<file path="config.mk">
export PLATFORM = sky130hd
export DESIGN_NAME = usb_tx_top
export DESIGN_NICKNAME = d
export VERILOG_FILES = /design/src/usb_tx_pkg.sv /design/src/tx_bit_if.sv /design/src/usb_tx_top.sv /design/src/line_encoder.sv /design/src/bit_stuffer.sv /design/src/packet_sequencer.sv /design/src/field_shifter.sv /design/src/crc_gen.sv
export SDC_FILE = /design/constraint.sdc
export NUM_CORES = 1
export LEC_CHECK = 0
export BUFFER_PORTS_ARGS = -buffer_cell sky130_fd_sc_hd__clkbuf_2
export CORE_MARGIN = 4
export CORE_UTILIZATION = 52
export DETAILED_ROUTE_END_ITERATION = 10
export GPL_TIMING_DRIVEN = 0
export PLACE_DENSITY = 0.71
export SYNTH_ARGS = -nofsm -noshare
export SYNTH_HDL_FRONTEND = slang
export SYNTH_SLANG_ARGS = --single-unit
</file>
<file path="constraint.sdc">
create_clock -name clk -period 3.3 [get_ports clk]
set_input_delay 0.495 -clock clk [delete_from_list [all_inputs] [get_ports clk]]
set_output_delay 0.495 -clock clk [all_outputs]
set_load 0.05 [all_outputs]
</file>
<file path="src/usb_tx_pkg.sv">
`default_nettype none

package usb_tx_pkg;

  // field widths of a packet on the wire
  localparam int SYNC_BITS = 8;
  localparam int PID_BITS  = 8;
  localparam int ADDR_BITS = 7;
  localparam int ENDP_BITS = 4;
  localparam int DATA_BITS = 64;

  // token CRC over addr and endp, x^5 + x^2 + 1
  localparam int                    CRC5_WIDTH    = 5;
  localparam logic [CRC5_WIDTH-1:0] CRC5_POLY     = 5'b00101;
  localparam logic [CRC5_WIDTH-1:0] CRC5_RESIDUAL = 5'b01100;

  // data CRC, x^16 + x^15 + x^2 + 1
  localparam int                     CRC16_WIDTH    = 16;
  localparam logic [CRC16_WIDTH-1:0] CRC16_POLY     = 16'h8005;
  localparam logic [CRC16_WIDTH-1:0] CRC16_RESIDUAL = 16'h800D;

  localparam int STUFF_RUN      = 6;
  localparam int EOP_SE0_CYCLES = 2;

  // counter widths derived from the lengths above
  localparam int BIT_CNT_W   = $clog2(DATA_BITS);
  localparam int SYNC_CNT_W  = $clog2(SYNC_BITS + 1);
  localparam int STUFF_CNT_W = $clog2(STUFF_RUN);
  localparam int EOP_CNT_W   = $clog2(EOP_SE0_CYCLES);

  typedef enum logic [PID_BITS-1:0] {
    PID_OUT   = 8'b1110_0001,
    PID_IN    = 8'b0110_1001,
    PID_DATA0 = 8'b1100_0011,
    PID_ACK   = 8'b1101_0010,
    PID_NAK   = 8'b0101_1010
  } pid_t;

  typedef struct packed {
    pid_t                 pid;
    logic [ADDR_BITS-1:0] addr;
    logic [ENDP_BITS-1:0] endp;
    logic [DATA_BITS-1:0] data;
  } pkt_t;

  // which packet field the shifter is walking through
  typedef enum logic [2:0] {
    FS_NONE,
    FS_PID,
    FS_ADDR,
    FS_ENDP,
    FS_DATA
  } field_sel_t;

endpackage

`default_nettype wire
</file>
<file path="src/tx_bit_if.sv">
`default_nettype none

// raw serial stream between the packet sequencer and the bit stuffer
interface tx_bit_if;
  logic bit_val;
  logic active;
  logic last;
  // held high for one cycle while a stuffed zero goes out
  logic stall;

  modport src (
    output bit_val, active, last,
    input  stall
  );

  modport stuff (
    input  bit_val, active, last,
    output stall
  );
endinterface

`default_nettype wire

</file>
<file path="src/usb_tx_top.sv">
`default_nettype none

module usb_tx_top import usb_tx_pkg::*; (
  input  logic                 clk,
  input  logic                 rst_L,
  input  logic                 pkt_avail,
  input  pid_t                 pid,
  input  logic [ADDR_BITS-1:0] addr,
  input  logic [ENDP_BITS-1:0] endp,
  input  logic [DATA_BITS-1:0] data,
  output logic                 ready,
  output logic                 pkt_sent,
  output logic                 dp,
  output logic                 dm
);

  pkt_t       pkt;
  logic       load;
  field_sel_t field_sel;
  logic       field_bit;
  logic       crc5_en;
  logic       crc5_shift;
  logic       crc5_bit;
  logic       crc16_en;
  logic       crc16_shift;
  logic       crc16_bit;
  logic       crc_clr;
  logic       stuffed_bit;
  logic       line_active;
  logic       line_last;

  tx_bit_if tx_bits ();

  assign pkt = '{pid: pid, addr: addr, endp: endp, data: data};

  packet_sequencer u_seq (
    .clk, .rst_L, .pkt_avail, .pid, .pkt_sent, .ready, .load, .field_sel, .field_bit,
    .crc5_en, .crc5_shift, .crc5_bit, .crc16_en, .crc16_shift, .crc16_bit, .crc_clr,
    .bits (tx_bits)
  );

  field_shifter u_fields (
    .clk, .rst_L, .load, .pkt, .field_sel, .stall (tx_bits.stall), .field_bit
  );

  // both CRCs absorb the same field bit, each only in its own states
  crc_gen #(.CRC_WIDTH(CRC5_WIDTH), .POLY(CRC5_POLY), .SEED('1)) u_crc5 (
    .clk, .rst_L, .clr (crc_clr), .en (crc5_en), .shift (crc5_shift),
    .stall (tx_bits.stall), .bit_in (field_bit), .bit_out (crc5_bit)
  );

  crc_gen #(.CRC_WIDTH(CRC16_WIDTH), .POLY(CRC16_POLY), .SEED('1)) u_crc16 (
    .clk, .rst_L, .clr (crc_clr), .en (crc16_en), .shift (crc16_shift),
    .stall (tx_bits.stall), .bit_in (field_bit), .bit_out (crc16_bit)
  );

  bit_stuffer u_stuff (
    .clk, .rst_L, .bits (tx_bits), .stuffed_bit, .line_active, .line_last
  );

  line_encoder u_line (
    .clk, .rst_L, .stuffed_bit, .line_active, .line_last, .dp, .dm, .pkt_sent
  );

endmodule

`default_nettype wire

</file>
<file path="src/line_encoder.sv">
`default_nettype none

module line_encoder import usb_tx_pkg::*; (
  input  logic clk,
  input  logic rst_L,
  input  logic stuffed_bit,
  input  logic line_active,
  input  logic line_last,
  output logic dp,
  output logic dm,
  output logic pkt_sent
);

  typedef enum logic [1:0] {
    ENC_LINE,
    ENC_SE0,
    ENC_J
  } enc_state_t;

  enc_state_t           state;
  logic [EOP_CNT_W-1:0] se0_cnt;
  logic                 nrzi_nxt;

  // dp already holds the current line level, so NRZI works from it
  assign nrzi_nxt = stuffed_bit ? dp : ~dp;

  always_ff @(posedge clk or negedge rst_L) begin
    if (!rst_L) begin
      state    <= ENC_LINE;
      se0_cnt  <= '0;
      dp       <= 1'b1;
      dm       <= 1'b0;
      pkt_sent <= 1'b0;
    end else begin
      pkt_sent <= 1'b0;
      case (state)
        ENC_LINE: begin
          if (line_active) begin
            dp <= nrzi_nxt;
            dm <= ~nrzi_nxt;
            if (line_last) begin
              state   <= ENC_SE0;
              se0_cnt <= '0;
            end
          end
        end
        ENC_SE0: begin
          dp      <= 1'b0;
          dm      <= 1'b0;
          se0_cnt <= se0_cnt + 1'b1;
          if (se0_cnt == EOP_CNT_W'(EOP_SE0_CYCLES - 1)) begin
            state <= ENC_J;
          end
        end
        default: begin
          // closing J of the EOP and the idle level after it
          dp       <= 1'b1;
          dm       <= 1'b0;
          pkt_sent <= 1'b1;
          state    <= ENC_LINE;
        end
      endcase
    end
  end

endmodule

`default_nettype wire

</file>
<file path="src/bit_stuffer.sv">
`default_nettype none

module bit_stuffer import usb_tx_pkg::*; (
  input  logic    clk,
  input  logic    rst_L,
  tx_bit_if.stuff bits,
  output logic    stuffed_bit,
  output logic    line_active,
  output logic    line_last
);

  logic [SYNC_CNT_W-1:0]  sync_cnt;
  logic [STUFF_CNT_W-1:0] ones;
  logic                   stuffing;
  logic                   last_pending;
  logic                   in_sync;
  logic                   counting;
  logic                   run_full;

  // SYNC bits pass through without being counted
  assign in_sync  = bits.active && (sync_cnt != SYNC_CNT_W'(SYNC_BITS));
  assign counting = bits.active && !in_sync && !stuffing;
  assign run_full = counting && bits.bit_val && (ones == STUFF_CNT_W'(STUFF_RUN - 1));

  assign bits.stall  = stuffing;
  assign stuffed_bit = stuffing ? 1'b0 : bits.bit_val;

  // a stuffed zero after the final bit still belongs to the packet
  assign line_active = bits.active || stuffing;
  assign line_last   = stuffing ? last_pending : (bits.last && !run_full);

  always_ff @(posedge clk or negedge rst_L) begin
    if (!rst_L) begin
      sync_cnt     <= '0;
      ones         <= '0;
      stuffing     <= 1'b0;
      last_pending <= 1'b0;
    end else begin
      stuffing     <= run_full;
      last_pending <= run_full && bits.last;
      if (!bits.active) begin
        sync_cnt <= '0;
      end else if (in_sync && !stuffing) begin
        sync_cnt <= sync_cnt + 1'b1;
      end
      if (!counting || !bits.bit_val || run_full) begin
        ones <= '0;
      end else begin
        ones <= ones + 1'b1;
      end
    end
  end

endmodule

`default_nettype wire

</file>
<file path="src/packet_sequencer.sv">
`default_nettype none

module packet_sequencer import usb_tx_pkg::*; (
  input  logic       clk,
  input  logic       rst_L,
  input  logic       pkt_avail,
  input  pid_t       pid,
  input  logic       pkt_sent,
  output logic       ready,
  output logic       load,
  output field_sel_t field_sel,
  input  logic       field_bit,
  output logic       crc5_en,
  output logic       crc5_shift,
  input  logic       crc5_bit,
  output logic       crc16_en,
  output logic       crc16_shift,
  input  logic       crc16_bit,
  output logic       crc_clr,
  tx_bit_if.src      bits
);

  typedef enum logic [3:0] {
    S_IDLE,
    S_SYNC,
    S_PID,
    S_ADDR,
    S_ENDP,
    S_CRC5,
    S_DATA,
    S_CRC16,
    S_WAIT_EOP
  } state_t;

  state_t               state, state_nxt;
  logic [BIT_CNT_W-1:0] bit_cnt;
  pid_t                 pid_q;
  logic                 cnt_end;
  logic                 handshake;

  assign ready     = (state == S_IDLE);
  assign load      = ready && pkt_avail;
  assign crc_clr   = (state == S_IDLE);
  assign handshake = (pid_q == PID_ACK) || (pid_q == PID_NAK);

  always_comb begin
    field_sel    = FS_NONE;
    crc5_en      = 1'b0;
    crc5_shift   = 1'b0;
    crc16_en     = 1'b0;
    crc16_shift  = 1'b0;
    bits.bit_val = 1'b0;
    bits.last    = 1'b0;
    bits.active  = 1'b1;
    cnt_end      = 1'b0;
    state_nxt    = state;
    case (state)
      S_SYNC: begin
        // seven zeros and a closing one, LSB first
        cnt_end      = (bit_cnt == BIT_CNT_W'(SYNC_BITS - 1));
        bits.bit_val = cnt_end;
        state_nxt    = S_PID;
      end
      S_PID: begin
        field_sel    = FS_PID;
        bits.bit_val = field_bit;
        cnt_end      = (bit_cnt == BIT_CNT_W'(PID_BITS - 1));
        bits.last    = cnt_end && handshake;
        case (pid_q)
          PID_OUT, PID_IN: state_nxt = S_ADDR;
          PID_DATA0:       state_nxt = S_DATA;
          default:         state_nxt = S_WAIT_EOP;
        endcase
      end
      S_ADDR: begin
        field_sel    = FS_ADDR;
        crc5_en      = 1'b1;
        bits.bit_val = field_bit;
        cnt_end      = (bit_cnt == BIT_CNT_W'(ADDR_BITS - 1));
        state_nxt    = S_ENDP;
      end
      S_ENDP: begin
        field_sel    = FS_ENDP;
        crc5_en      = 1'b1;
        bits.bit_val = field_bit;
        cnt_end      = (bit_cnt == BIT_CNT_W'(ENDP_BITS - 1));
        state_nxt    = S_CRC5;
      end
      S_CRC5: begin
        crc5_shift   = 1'b1;
        bits.bit_val = crc5_bit;
        cnt_end      = (bit_cnt == BIT_CNT_W'(CRC5_WIDTH - 1));
        bits.last    = cnt_end;
        state_nxt    = S_WAIT_EOP;
      end
      S_DATA: begin
        field_sel    = FS_DATA;
        crc16_en     = 1'b1;
        bits.bit_val = field_bit;
        cnt_end      = (bit_cnt == BIT_CNT_W'(DATA_BITS - 1));
        state_nxt    = S_CRC16;
      end
      S_CRC16: begin
        crc16_shift  = 1'b1;
        bits.bit_val = crc16_bit;
        cnt_end      = (bit_cnt == BIT_CNT_W'(CRC16_WIDTH - 1));
        bits.last    = cnt_end;
        state_nxt    = S_WAIT_EOP;
      end
      default: begin
        // idle, or the line encoder is still running the EOP
        bits.active = 1'b0;
      end
    endcase
  end

  always_ff @(posedge clk or negedge rst_L) begin
    if (!rst_L) begin
      state   <= S_IDLE;
      bit_cnt <= '0;
      pid_q   <= PID_NAK;
    end else if (load) begin
      state   <= S_SYNC;
      bit_cnt <= '0;
      pid_q   <= pid;
    end else if (state == S_WAIT_EOP) begin
      if (pkt_sent) begin
        state <= S_IDLE;
      end
    end else if (bits.active && !bits.stall) begin
      if (cnt_end) begin
        bit_cnt <= '0;
        state   <= state_nxt;
      end else begin
        bit_cnt <= bit_cnt + 1'b1;
      end
    end
  end

endmodule

`default_nettype wire

</file>
<file path="src/field_shifter.sv">
`default_nettype none

module field_shifter import usb_tx_pkg::*; (
  input  logic       clk,
  input  logic       rst_L,
  input  logic       load,
  input  pkt_t       pkt,
  input  field_sel_t field_sel,
  input  logic       stall,
  output logic       field_bit
);

  logic [PID_BITS-1:0]  pid_sr;
  logic [ADDR_BITS-1:0] addr_sr;
  logic [ENDP_BITS-1:0] endp_sr;
  logic [DATA_BITS-1:0] data_sr;

  always_ff @(posedge clk or negedge rst_L) begin
    if (!rst_L) begin
      pid_sr  <= '0;
      addr_sr <= '0;
      endp_sr <= '0;
      data_sr <= '0;
    end else if (load) begin
      pid_sr  <= pkt.pid;
      addr_sr <= pkt.addr;
      endp_sr <= pkt.endp;
      data_sr <= pkt.data;
    end else if (!stall) begin
      // only the field on the wire moves
      case (field_sel)
        FS_PID:  pid_sr  <= pid_sr >> 1;
        FS_ADDR: addr_sr <= addr_sr >> 1;
        FS_ENDP: endp_sr <= endp_sr >> 1;
        FS_DATA: data_sr <= data_sr >> 1;
        default: ;
      endcase
    end
  end

  always_comb begin
    case (field_sel)
      FS_PID:  field_bit = pid_sr[0];
      FS_ADDR: field_bit = addr_sr[0];
      FS_ENDP: field_bit = endp_sr[0];
      FS_DATA: field_bit = data_sr[0];
      default: field_bit = 1'b0;
    endcase
  end

endmodule

`default_nettype wire

</file>
<file path="src/crc_gen.sv">
`default_nettype none

module crc_gen import usb_tx_pkg::*; #(
  parameter int                   CRC_WIDTH = CRC5_WIDTH,
  parameter logic [CRC_WIDTH-1:0] POLY      = CRC5_POLY,
  parameter logic [CRC_WIDTH-1:0] SEED      = '1
) (
  input  logic clk,
  input  logic rst_L,
  input  logic clr,
  input  logic en,
  input  logic shift,
  input  logic stall,
  input  logic bit_in,
  output logic bit_out
);

  logic [CRC_WIDTH-1:0] rem;
  logic                 fb;

  assign fb = rem[CRC_WIDTH-1] ^ bit_in;

  // remainder leaves complemented, MSB first
  assign bit_out = ~rem[CRC_WIDTH-1];

  always_ff @(posedge clk or negedge rst_L) begin
    if (!rst_L) begin
      rem <= SEED;
    end else if (clr) begin
      rem <= SEED;
    end else if (!stall) begin
      if (en) begin
        rem <= {rem[CRC_WIDTH-2:0], 1'b0} ^ (fb ? POLY : '0);
      end else if (shift) begin
        rem <= {rem[CRC_WIDTH-2:0], 1'b1};
      end
    end
  end

endmodule

`default_nettype wire

</file>
* Yosys cells after proc, flatten, opt, wreduce, memory -nomap -nowiden *
Cells that the tools add are included.

operators by class
  add/sub/neg operators = 4
  reduce and logical (&&, ||, !) cells = 50
  multiplexer cells = 61
  eq/ne operators = 34
  bitwise logic cells = 8

operators with widths
  kind                number
  $mux 64             3
  $mux 16             5
  $mux 4              10
  $eq 8x8->1 const B  3
  $mux 6              4
  $mux 8              3
  $pmux 4 s6          1
  $mux 7              3
  $mux 5              4
  $eq 6x3->1 const B  3
  $eq 4x3->1 const B  4
  $eq 8x7->1 const B  2
  $xor 16x16->16      1
  $mux 1              14
  $reduce_and 2->1    7
  $pmux 3 s4          1
  $reduce_bool 2->1   6
  $reduce_bool 3->1   4
  $logic_and 1x1->1   11
  $ne 2x2->1 const B  5
  $reduce_or 2->1     5
  $eq 4x2->1 const B  2
  $pmux 1 s4          2
  $pmux 4 s2          1
  other kinds (34)    53

storage, ports and cells
  word-level logic and storage cells = 175
  output and inout bits = 4
  flip-flop bits (word level) = 137

* Logic depth before layout (Yosys ltp) *
Gate-level depths: netlist of the first run.

  depth after elaboration = 15
  depth in mapped cells = 10

* Modules after synthesis *
Synthesis of the first run repeated with hierarchy kept, for this count alone.

second synthesis, totals
  cell total of the unflattened synthesis = 679
  area, all modules = 6980.4 um^2

modules (own cells, without submodules)
  module              sequential area each (um^2)  times used  cells each  area each (um^2)
  field_shifter       2077.0                       1           368         3903.7
  packet_sequencer    455.4                        1           141         1307.5
  crc_gen at u_crc16  420.4                        1           75          760.7
  bit_stuffer         225.2                        1           46          473.0
  crc_gen at u_crc5   131.4                        1           26          270.3
  line_encoder        151.4                        1           23          265.3

* Worst setup path before layout of the first run *
Ideal clock, no wire load.

  kind = register to output
  from = register u_seq.state[0]
  to = output ready
  buffers on the path = 5
  stages on the path, launching flop included = 9
  arrival time = 1857 ps
  setup slack = 948 ps
  cells stage by stage = dfrtp_1 -> buf_6 -> clkbuf_1 -> nor3_1 -> clkbuf_1 -> nand2b_1 -> clkbuf_1 -> inv_1 -> buf_2

between the ends
  word-level cells in the longest chain between the ends = 1

RTL lines
  item                      line                     text
  start: declaration        packet_sequencer.sv:35   state_t state, state_nxt;
  start signal: assignment  packet_sequencer.sv:133  state <= state_nxt;
  $logic_not 4->1           packet_sequencer.sv:41   assign ready = (state == S_IDLE);
  end: declaration          usb_tx_top.sv:11         output logic ready,

Every way passes these cells.

* Worst setup path in the final report of the first run *
  from = register u_seq.state[1]
  to = output ready

The elaborated chain is that of the path after synthesis.

==> results.cfg, run 1 <==
[finish]
fin_nets = 889
final_layout_size_suffix_gt1_share_pct = 21.7
finalInstanceArea_um2 = 8000
final_util_pct = 63.1
antenna_cells = 0
syn2layout_area_growth_pct = 18.2

[timing]
skew_ps = 9.34
setup_viol = 0
slew_violations = 0
whs_ps = 17.6
finalCritPeriodShare_pct = 93.9
relSlewSlack_pct = 27.0
fmaxAchievable_mhz = 323
rsz0062_at_grt = no
period_needed_ps = 3100
finalHoldViolCount = 0
worst_pin_slew_ps = 1090

[yosys]
syn_avg_cell_area_um2 = 9.82
synth_edf_count = 0
synth_area_leaders = dfrtp_1, mux2i_1, dfstp_2
synth.yosys.seq_area_share_pct = 51.2
yosys.cell_count.top_type = nand2_1
ys.flop_type = dfrtp_1
synth_top_area_share_pct = 41.1
ys_top_cells_by_count = nand2_1, dfrtp_1, o21ai_0
synthesis.instances = 689
ys.warnings.count = 0
async_flop_share_pct = 100
syn_area_um2 = 6770
synthesis.nets = 781
synth.ff_latch_count = 137
synth_area_leader_cell = dfrtp_1
synth.distinct_cells = 56

[critical_path]
required_ps = 2800
slowest_stage = dfrtp_1
startpoint_type = register
cp_num_buf_inv = 6
cp_cell_sequence = buf_2, nor3_1, buf_2, nand2b_1, clkbuf_1, inv_1, buf_2, clkbuf_4
crit_top_cell = buf_2
crit-reg2reg-launch = u_seq.state[0]
max_stage_delay_ps = 440
r2r_end = u_fields.pid_sr[4]
path_max_fanout = 10
critPathCaptureType = output port
r2r_slack_ps = 540
r2r_cells = 8
criticalPathCategory = register to output port
arrival_ps = 2600
critical-path-top-delay-family = buffers and inverters

[clock_tree]
hold_buffers = 0
cts_max_level = 4
clk_latency_ps = 420
post-cts-setup-buffers = 0
clockBufferDepth = 2
cts_resized = 1
tritoncts = done
clk_pin_slew_ps = 50
cts_root_buffer = clkbuf_16
cts_made_buffers = 17
cts_num_sinks = 137

[power_and_ir_drop]
total_power_w = 0.00752
p_leak_nw = 3.48
swShare_pct = 36.8
p_clk_share_pct = 23.2
p_per_area_nw_per_um2 = 941
power.switching_w = 0.00277
power.internal_w = 0.00475
ir_worst_vdd_uv = 457
seq_power_share_pct = 40.5
p_comb_share_pct = 36.3

[routing]
routed_wl_mm = 15.1
drt-initial-drc-count = 383
drc = 0
via_per_inst = 5.48
wl_per_cell_um = 15.5
antenna_left = 0
dr.pass1.iters = 5
vias = 5375

[global_routing]
grt_antenna_before_repair = 0
grt_util_all_layers_pct = 21.8
grt_pass1_wl_mm = 25.8
grt_pass1_vias = 5574
grt_max_degree = 90
grt_overflow = 0

[placed_design]
port_buffers = 89
hpwl_mm = 10.9
gp_congestion = 0.904
place_area_um2 = 7460

[die]
start_util_pct = 53.4
die_w_um = 122
rows = 41
io_pins = 90
core_um2 = 12700
die_h_um = 122
die_area_um2 = 14900

[job]
cap_violations = 0

[run_status]
outcome = complete, no violations

[min_path]
min_path_type = primary input to async pin
==> cell usage in the layout, fill, tap and decap left out, types with 4 or more instances in the layout <==
master and instances:
a21oi_1 6, a31oi_1 9, and3_1 4, buf_2 12
clkbuf_1 34, clkbuf_16 17, clkbuf_2 87, dfrtp_1 111
dfstp_2 26, ha_1 6, inv_1 13, mux2_2 6
mux2i_1 85, nand2_1 148, nand2b_1 5, nand3_1 24
nand4_1 5, nor2_1 18, nor2b_1 4, nor3_1 14
nor3b_1 5, o21ai_0 97, xnor2_1 4
==> final cells by class <==
class / count / area (um^2)
Buffer: 46 / 206
Clock buffer: 22 / 464
Clock inverter: 8 / 72.6
Fill cell: 1091 / 4670
Inverter: 13 / 48.8
Multi-Input combinational cell: 492 / 3050
Sequential cell: 137 / 3460
Tap cell: 172 / 215
Timing Repair Buffer: 90 / 484
==> power by group through the flow <==
stage | Sequential (W) | Clock (W) | Combinational (W)
5_1_grt | 0.00315 | 0.00185 | 0.00310
4_1_cts | 0.00305 | 0.00177 | 0.00275
3_3_place_gp | 0.00302 | 0 | 0.00259
2_1_floorplan | 0.00297 | 0 | 0.00207
3_5_place_dp | 0.00306 | 0 | 0.00272
6_report | 0.00305 | 0.00174 | 0.00273
==> stage by stage <==
stage	setup TNS, ps	worst slack, ps	std cells
6_report	0	201	980
5_1_grt	0	6.23	980
4_1_cts	0	2.70	981
3_5_place_dp	0	330	951
3_3_place_gp	-39100	-358	950
2_1_floorplan	0	948	689
==> flip-flops by register name, summed over array words and instances (netlist names) <==
signal and cells:
u_fields.addr_sr 7, u_line.state 2, u_fields.pid_sr 8, u_line.dp 1, u_seq.bit_cnt 6, u_line.dm 1, u_stuff.ones 3, u_line.se0_cnt 1
u_line.pkt_sent 1, u_stuff.last_pending 1, u_fields.endp_sr 4, u_fields.data_sr 64, u_stuff.bits.stall 1, u_seq.state 4, u_seq.pid_q 8, u_crc5.rem 5
u_crc16.rem 16, u_stuff.sync_cnt 4
==> worst max-delay path by stage <==
stage | from | end | slack [ps] | depth (start not counted)
floorplan | u_seq.state[0] | ready | 950 | 8
global placement | rst_L | u_fields.data_sr[46] | -360 | 1
detailed placement | u_seq.state[0] | ready | 330 | 9
CTS | u_seq.state[0] | ready | 3 | 9
global route | u_seq.state[1] | ready | 6 | 8
finish | u_seq.state[1] | ready | 200 | 8
==> kinds of logic after synthesis <==
group,after synthesis,synth area share (%)
AND/OR/NAND/NOR,255,17.8
adder cells (fa/ha/maj),6,1.11
AO/OA/AOI/OAI,134,11.8
multiplexers,91,13.6
buffers and inverters,60,3.81
flip-flops,137,51.2
XOR/XNOR,6,0.777
==> metal layers <==
metal / up-vias / wire, um / GRT usage, %
met1: 2608 / 6760 / 28.9
met5: - / 0 / 0
met2: 126 / 7390 / 35.1
met3: 20 / 761 / 5.48
li1: 2621 / - / -
met4: 0 / 227 / 7.91
(Power assumes the default switching activity.)
==> inputs of run 2 (changes only) <==
- HOLD_SLACK_MARGIN: default -> 0.08
==> run 2 against run 1 <==
Combinational power barely moved. Die area unchanged. Maximum frequency is 0.23% higher. Via count rose by 0.11%. Clock power about the same. Hold slack better by 260 ps. Cell area up 0.13%. Count of clock-buffer cells in the layout unchanged. Cell count rose by 0.10%.
==> results.cfg, run 2 (synthesized netlist as in run 1, its figures left out) <==
[run_status]
outcome = complete, no violations

[routing]
wl_per_cell_um = 15.5
via_per_inst = 5.49
drc = 0
routed_wl_mm = 15.2
vias = 5381
antenna_left = 0
drt-initial-drc-count = 385
dr.pass1.iters = 7

[finish]
antenna_cells = 0
fin_nets = 890
reg_top3 = u_fields.data_sr (64), u_crc16.rem (16)
finalInstanceArea_um2 = 8010
largest_register_ffs = 64
regMostFlops = u_fields.data_sr
final_cell_mix = nand2_1, dfrtp_1, o21ai_0, clkbuf_2, mux2i_1
final_layout_size_suffix_gt1_share_pct = 21.6
syn2layout_area_growth_pct = 18.4
final_util_pct = 63.2
final_common_cell = nand2_1
n_fill_cell = 1090

[timing]
whs_ps = 279
slew_violations = 0
rsz0062_at_grt = no
skew_ps = 9.15
finalCritPeriodShare_pct = 93.7
finalHoldViolCount = 0
setup_viol = 0
timing.final.ws_setup_ps = 208
worst_pin_slew_ps = 1090
period_needed_ps = 3090
relSlewSlack_pct = 26.7
fmaxAchievable_mhz = 323

[power_and_ir_drop]
power.switching_w = 0.00277
p_clk_share_pct = 23.1
p_per_area_nw_per_um2 = 940
seq_power_share_pct = 40.5
p_comb_share_pct = 36.3
p_leak_nw = 3.48
swShare_pct = 36.8
ir_worst_vdd_uv = 457
power.internal_w = 0.00475

[clock_tree]
clk_pin_slew_ps = 60
cts_made_buffers = 17
cts_root_buffer = clkbuf_16
clockBufferDepth = 2
clk_latency_ps = 420
cts_max_level = 4
cts_num_sinks = 137
tritoncts = done

[global_routing]
grt_overflow = 0
grt_pass1_wl_mm = 25.8
grt_util_all_layers_pct = 21.8
grt_antenna_before_repair = 0
grt_max_degree = 90
grt_pass1_vias = 5586

[die]
rows = 41
die_w_um = 122
core_um2 = 12700
die_area_um2 = 14900
die_h_um = 122
start_util_pct = 53.4
io_pins = 90

[critical_path]
slowest_stage = dfrtp_1
startpoint_type = register
cp_cell_sequence = buf_2, nor3_1, buf_2, nand2b_1, clkbuf_1, inv_1, buf_2, clkbuf_4
path_max_fanout = 10
critical-path-top-delay-family = buffers and inverters
criticalPathCategory = register to output port
cp_num_buf_inv = 6
max_stage_delay_ps = 440
critPathCaptureType = output port
arrival_ps = 2600
required_ps = 2800
crit_top_cell = buf_2

[placed_design]
gp_congestion = 0.904
port_buffers = 89
dp_slack_ps = 330
place_area_um2 = 7460
hpwl_mm = 10.9

[job]
cap_violations = 0

[min_path]
min_path_type = primary input to register
==> run 2: cell count changes in the layout (fill, tap and decap cells not counted), sizes merged <==
cell / previous run / this run
dlygate4sd3: 0 / 1
==> run 2: worst reg2reg max path, delay by kind of cell (launching register included) <==
family | cells | cell delay, ps
and+or+nand+nor | 3 | 790
DFF | 1 | 370
buffers and inverters | 4 | 1420
AOI/OAI and AO/OA | 1 | 110
==> run 2: area by class of cell <==
class,count,area (um^2),share of cell area (%)
Sequential cell,137,3460,43.2
Timing Repair Buffer,91,494,6.17
Buffer,46,206,2.58
Clock inverter,8,72.6,0.906
Clock buffer,22,464,5.80
Inverter,13,48.8,0.609
Tap cell,172,215,2.69
Multi-Input combinational cell,492,3050,38.0
==> run 2: power groups by stage <==
stage / sequential [W] / clock [W] / combinational [W]
after global routing: 0.00315 / 0.00185 / 0.00310
after detailed placement: 0.00306 / 0 / 0.00272
final: 0.00305 / 0.00174 / 0.00273
after CTS: 0.00305 / 0.00177 / 0.00275
after floorplan: 0.00297 / 0 / 0.00207
after global placement: 0.00302 / 0 / 0.00259
==> run 2: timing repair <==
item	CTS	global route
setup buffers	0	0
hold buffers	1	0
resized for setup	1	3
setup endpoints to repair	1	1
hold endpoints to repair	27	0
==> run 2: final timing paths <==
check,endpoint,start,cells after the start,slack (ps)
worst max-delay path,ready,u_seq.state[1],8,210
worst min-delay path,u_seq.pid_q[3],pid[3],3,280
worst max register to register,u_fields.pid_sr[4],u_seq.state[0],8,540
worst min register to register,u_crc16.rem[1],u_crc16.rem[0],2,460
max in group asynchronous,u_seq.pid_q[3],rst_L,3,1950
min in group asynchronous,u_stuff.last_pending,rst_L,2,590
==> run 2: through the flow <==
step	setup TNS (ps)	power (W)	std cells
after detailed placement	0	0.00578	951
final	0	0.00753	981
after floorplan	0	0.00503	689
after global routing	0	0.00810	981
after global placement	-39100	0.00561	950
after CTS	0	0.00757	982
==> run 2: metal layers <==
| layer | global-route usage [%] | part of all wire, % | vias up |
|---|---|---|---|
| met5 | 0 | 0 | - |
| met3 | 5.48 | 5.4 | 21 |
| li1 | - | - | 2628 |
| met1 | 28.9 | 44 | 2593 |
| met4 | 7.91 | 1.5 | 0 |
| met2 | 35.2 | 49 | 139 |
==> inputs of run 3 (changes only) <==
- CORE_ASPECT_RATIO: default -> 1.5
==> run 3 against run 2 <==
Combinational power about the same. Clock skew up 2.3 ps. Total power grew 3.3%. Cell area up 0.89%. Setup slack improved by 20 ps. Utilization up 0.73 points. Non-clock buffer count unchanged. Via count is 0.63% lower. Wire length grew 0.57%. Critical endpoint unchanged. Largest power group unchanged.
==> results.cfg, run 3 (synthesized netlist as in run 1, its figures left out) <==
[run_status]
outcome = complete, no violations

[routing]
antenna_left = 0
drc = 0
top_layer_used = met4
dr_wl_met2_mm = 8.03
routed_wl_mm = 15.3
wl_per_cell_um = 15.8
met1Wirelength_mm = 6.10
vias = 5347
drt-initial-drc-count = 253
dr.pass1.iters = 5
via_per_inst = 5.53
dr_wl_met3_um = 753

[die]
rows = 50
die_area_um2 = 14900
start_util_pct = 53.5
core_um2 = 12600
die_h_um = 148
io_pins = 90
die_w_um = 101

[finish]
final_common_cell = nand2_1
finalInstanceArea_um2 = 8080
largest_register_ffs = 64
final_layout_size_suffix_gt1_share_pct = 22.1
final_util_pct = 63.9
final_cell_mix = nand2_1, dfrtp_1, o21ai_0, clkbuf_2, mux2i_1
regMostFlops = u_fields.data_sr
n_fill_cell = 1058
fin_nets = 890
syn2layout_area_growth_pct = 19.4
reg_top3 = u_fields.data_sr (64), u_crc16.rem (16)
antenna_cells = 0

[power_and_ir_drop]
ir_worst_vdd_uv = 417
p_leak_nw = 3.52
total_power_w = 0.00777
p_per_area_nw_per_um2 = 962

[critical_path]
slowest_stage = dfrtp_1
path_max_fanout = 10
cp_cell_sequence = buf_2, nor3_1, clkbuf_4, nand2b_1, clkbuf_1, inv_1, buf_2, clkbuf_4
startpoint_type = register
arrival_ps = 2580
critPathCaptureType = output port
max_stage_delay_ps = 460
r2r_cells = 8
criticalPathCategory = register to output port
required_ps = 2800

[timing]
slew_violations = 0
relSlewSlack_pct = 28.1
skew_ps = 11.5
finalCritPeriodShare_pct = 93.1
fmaxAchievable_mhz = 326
finalHoldViolCount = 0
worst_pin_slew_ps = 1070
period_needed_ps = 3070
setup_viol = 0
rsz0062_at_grt = no
fin_setup_tns_ps = 0

[clock_tree]
tritoncts = done
cts_root_buffer = clkbuf_16
cts_made_buffers = 17
cts_num_sinks = 137
clk_latency_ps = 410
post-cts-setup-buffers = 0
clk_pin_slew_ps = 60
clockBufferDepth = 2
cts_max_level = 4

[global_routing]
grt_overflow = 0
grt_util_all_layers_pct = 21.7
grt_pass1_wl_mm = 26.2
grt_pass1_vias = 5731
grt_antenna_before_repair = 0
grt_max_degree = 107

[placed_design]
place_area_um2 = 7440
hpwl_mm = 11.1
gp_congestion = 0.908
port_buffers = 89

[min_path]
hold_depth = 3
min_path_type = primary input to register

[job]
cap_violations = 0
==> run 3: critical path: cells and delay by family, from the launching register on <==
kind / cells / cell delay [ps]
flip-flops: 1 / 460
buffers and inverters: 6 / 1390
AND/OR/NAND/NOR: 2 / 320
==> run 3: layout make-up <==
type	count	area (um^2)	area share [%]
Buffer	46	209	2.59
Clock buffer	19	433	5.36
Clock inverter	13	193	2.38
Inverter	13	48.8	0.604
Multi-Input combinational cell	492	3050	37.7
Sequential cell	137	3460	42.8
Tap cell	156	195	2.42
Timing Repair Buffer	91	494	6.12
==> run 3: metal layers <==
layer	vias to the layer above	track usage, %
met3	31	4.86
met2	141	37.6
met4	0	8.45
li1	2621	-
met5	-	0
met1	2554	25.7
==> run 3: path summary, 6_finish.rpt <==
path | start | endpoint | slack, ps
worst min-delay path | data[38] | u_fields.data_sr[38] | 280
max in group asynchronous | rst_L | u_seq.pid_q[6] | 1960
worst max-delay path | u_seq.state[1] | ready | 230
worst max register to register | u_seq.state[0] | u_fields.pid_sr[2] | 570
worst min register to register | u_crc5.rem[3] | u_crc5.rem[4] | 450
min in group asynchronous | rst_L | u_fields.data_sr[47] | 550
==> run 3: where the power goes <==
part | total [W] | leakage (nW) | switching, W | internal (W)
Combinational | 0.00272 | 1.57 | 0.00159 | 0.00113
Clock | 0.00200 | 0.299 | 0.000723 | 0.00128
Sequential | 0.00305 | 1.66 | 0.000486 | 0.00256
Total | 0.00777 | 3.52 | 0.00280 | 0.00497
==> run 3: repair_timing <==
item / 4_1_cts / 5_1_grt
hold endpoints to repair: 25 / 0
setup endpoints to repair: 1 / 1
hold buffers: 1 / 0
gates resized for setup: 1 / 4
==> run 3: metrics by stage <==
step	worst slack, ps	hold WS, ps	std cells
floorplan	948	199	689
global placement	-400	442	934
detailed placement	346	416	935
CTS	39.0	275	968
global route	93.2	280	967
finish	229	284	967
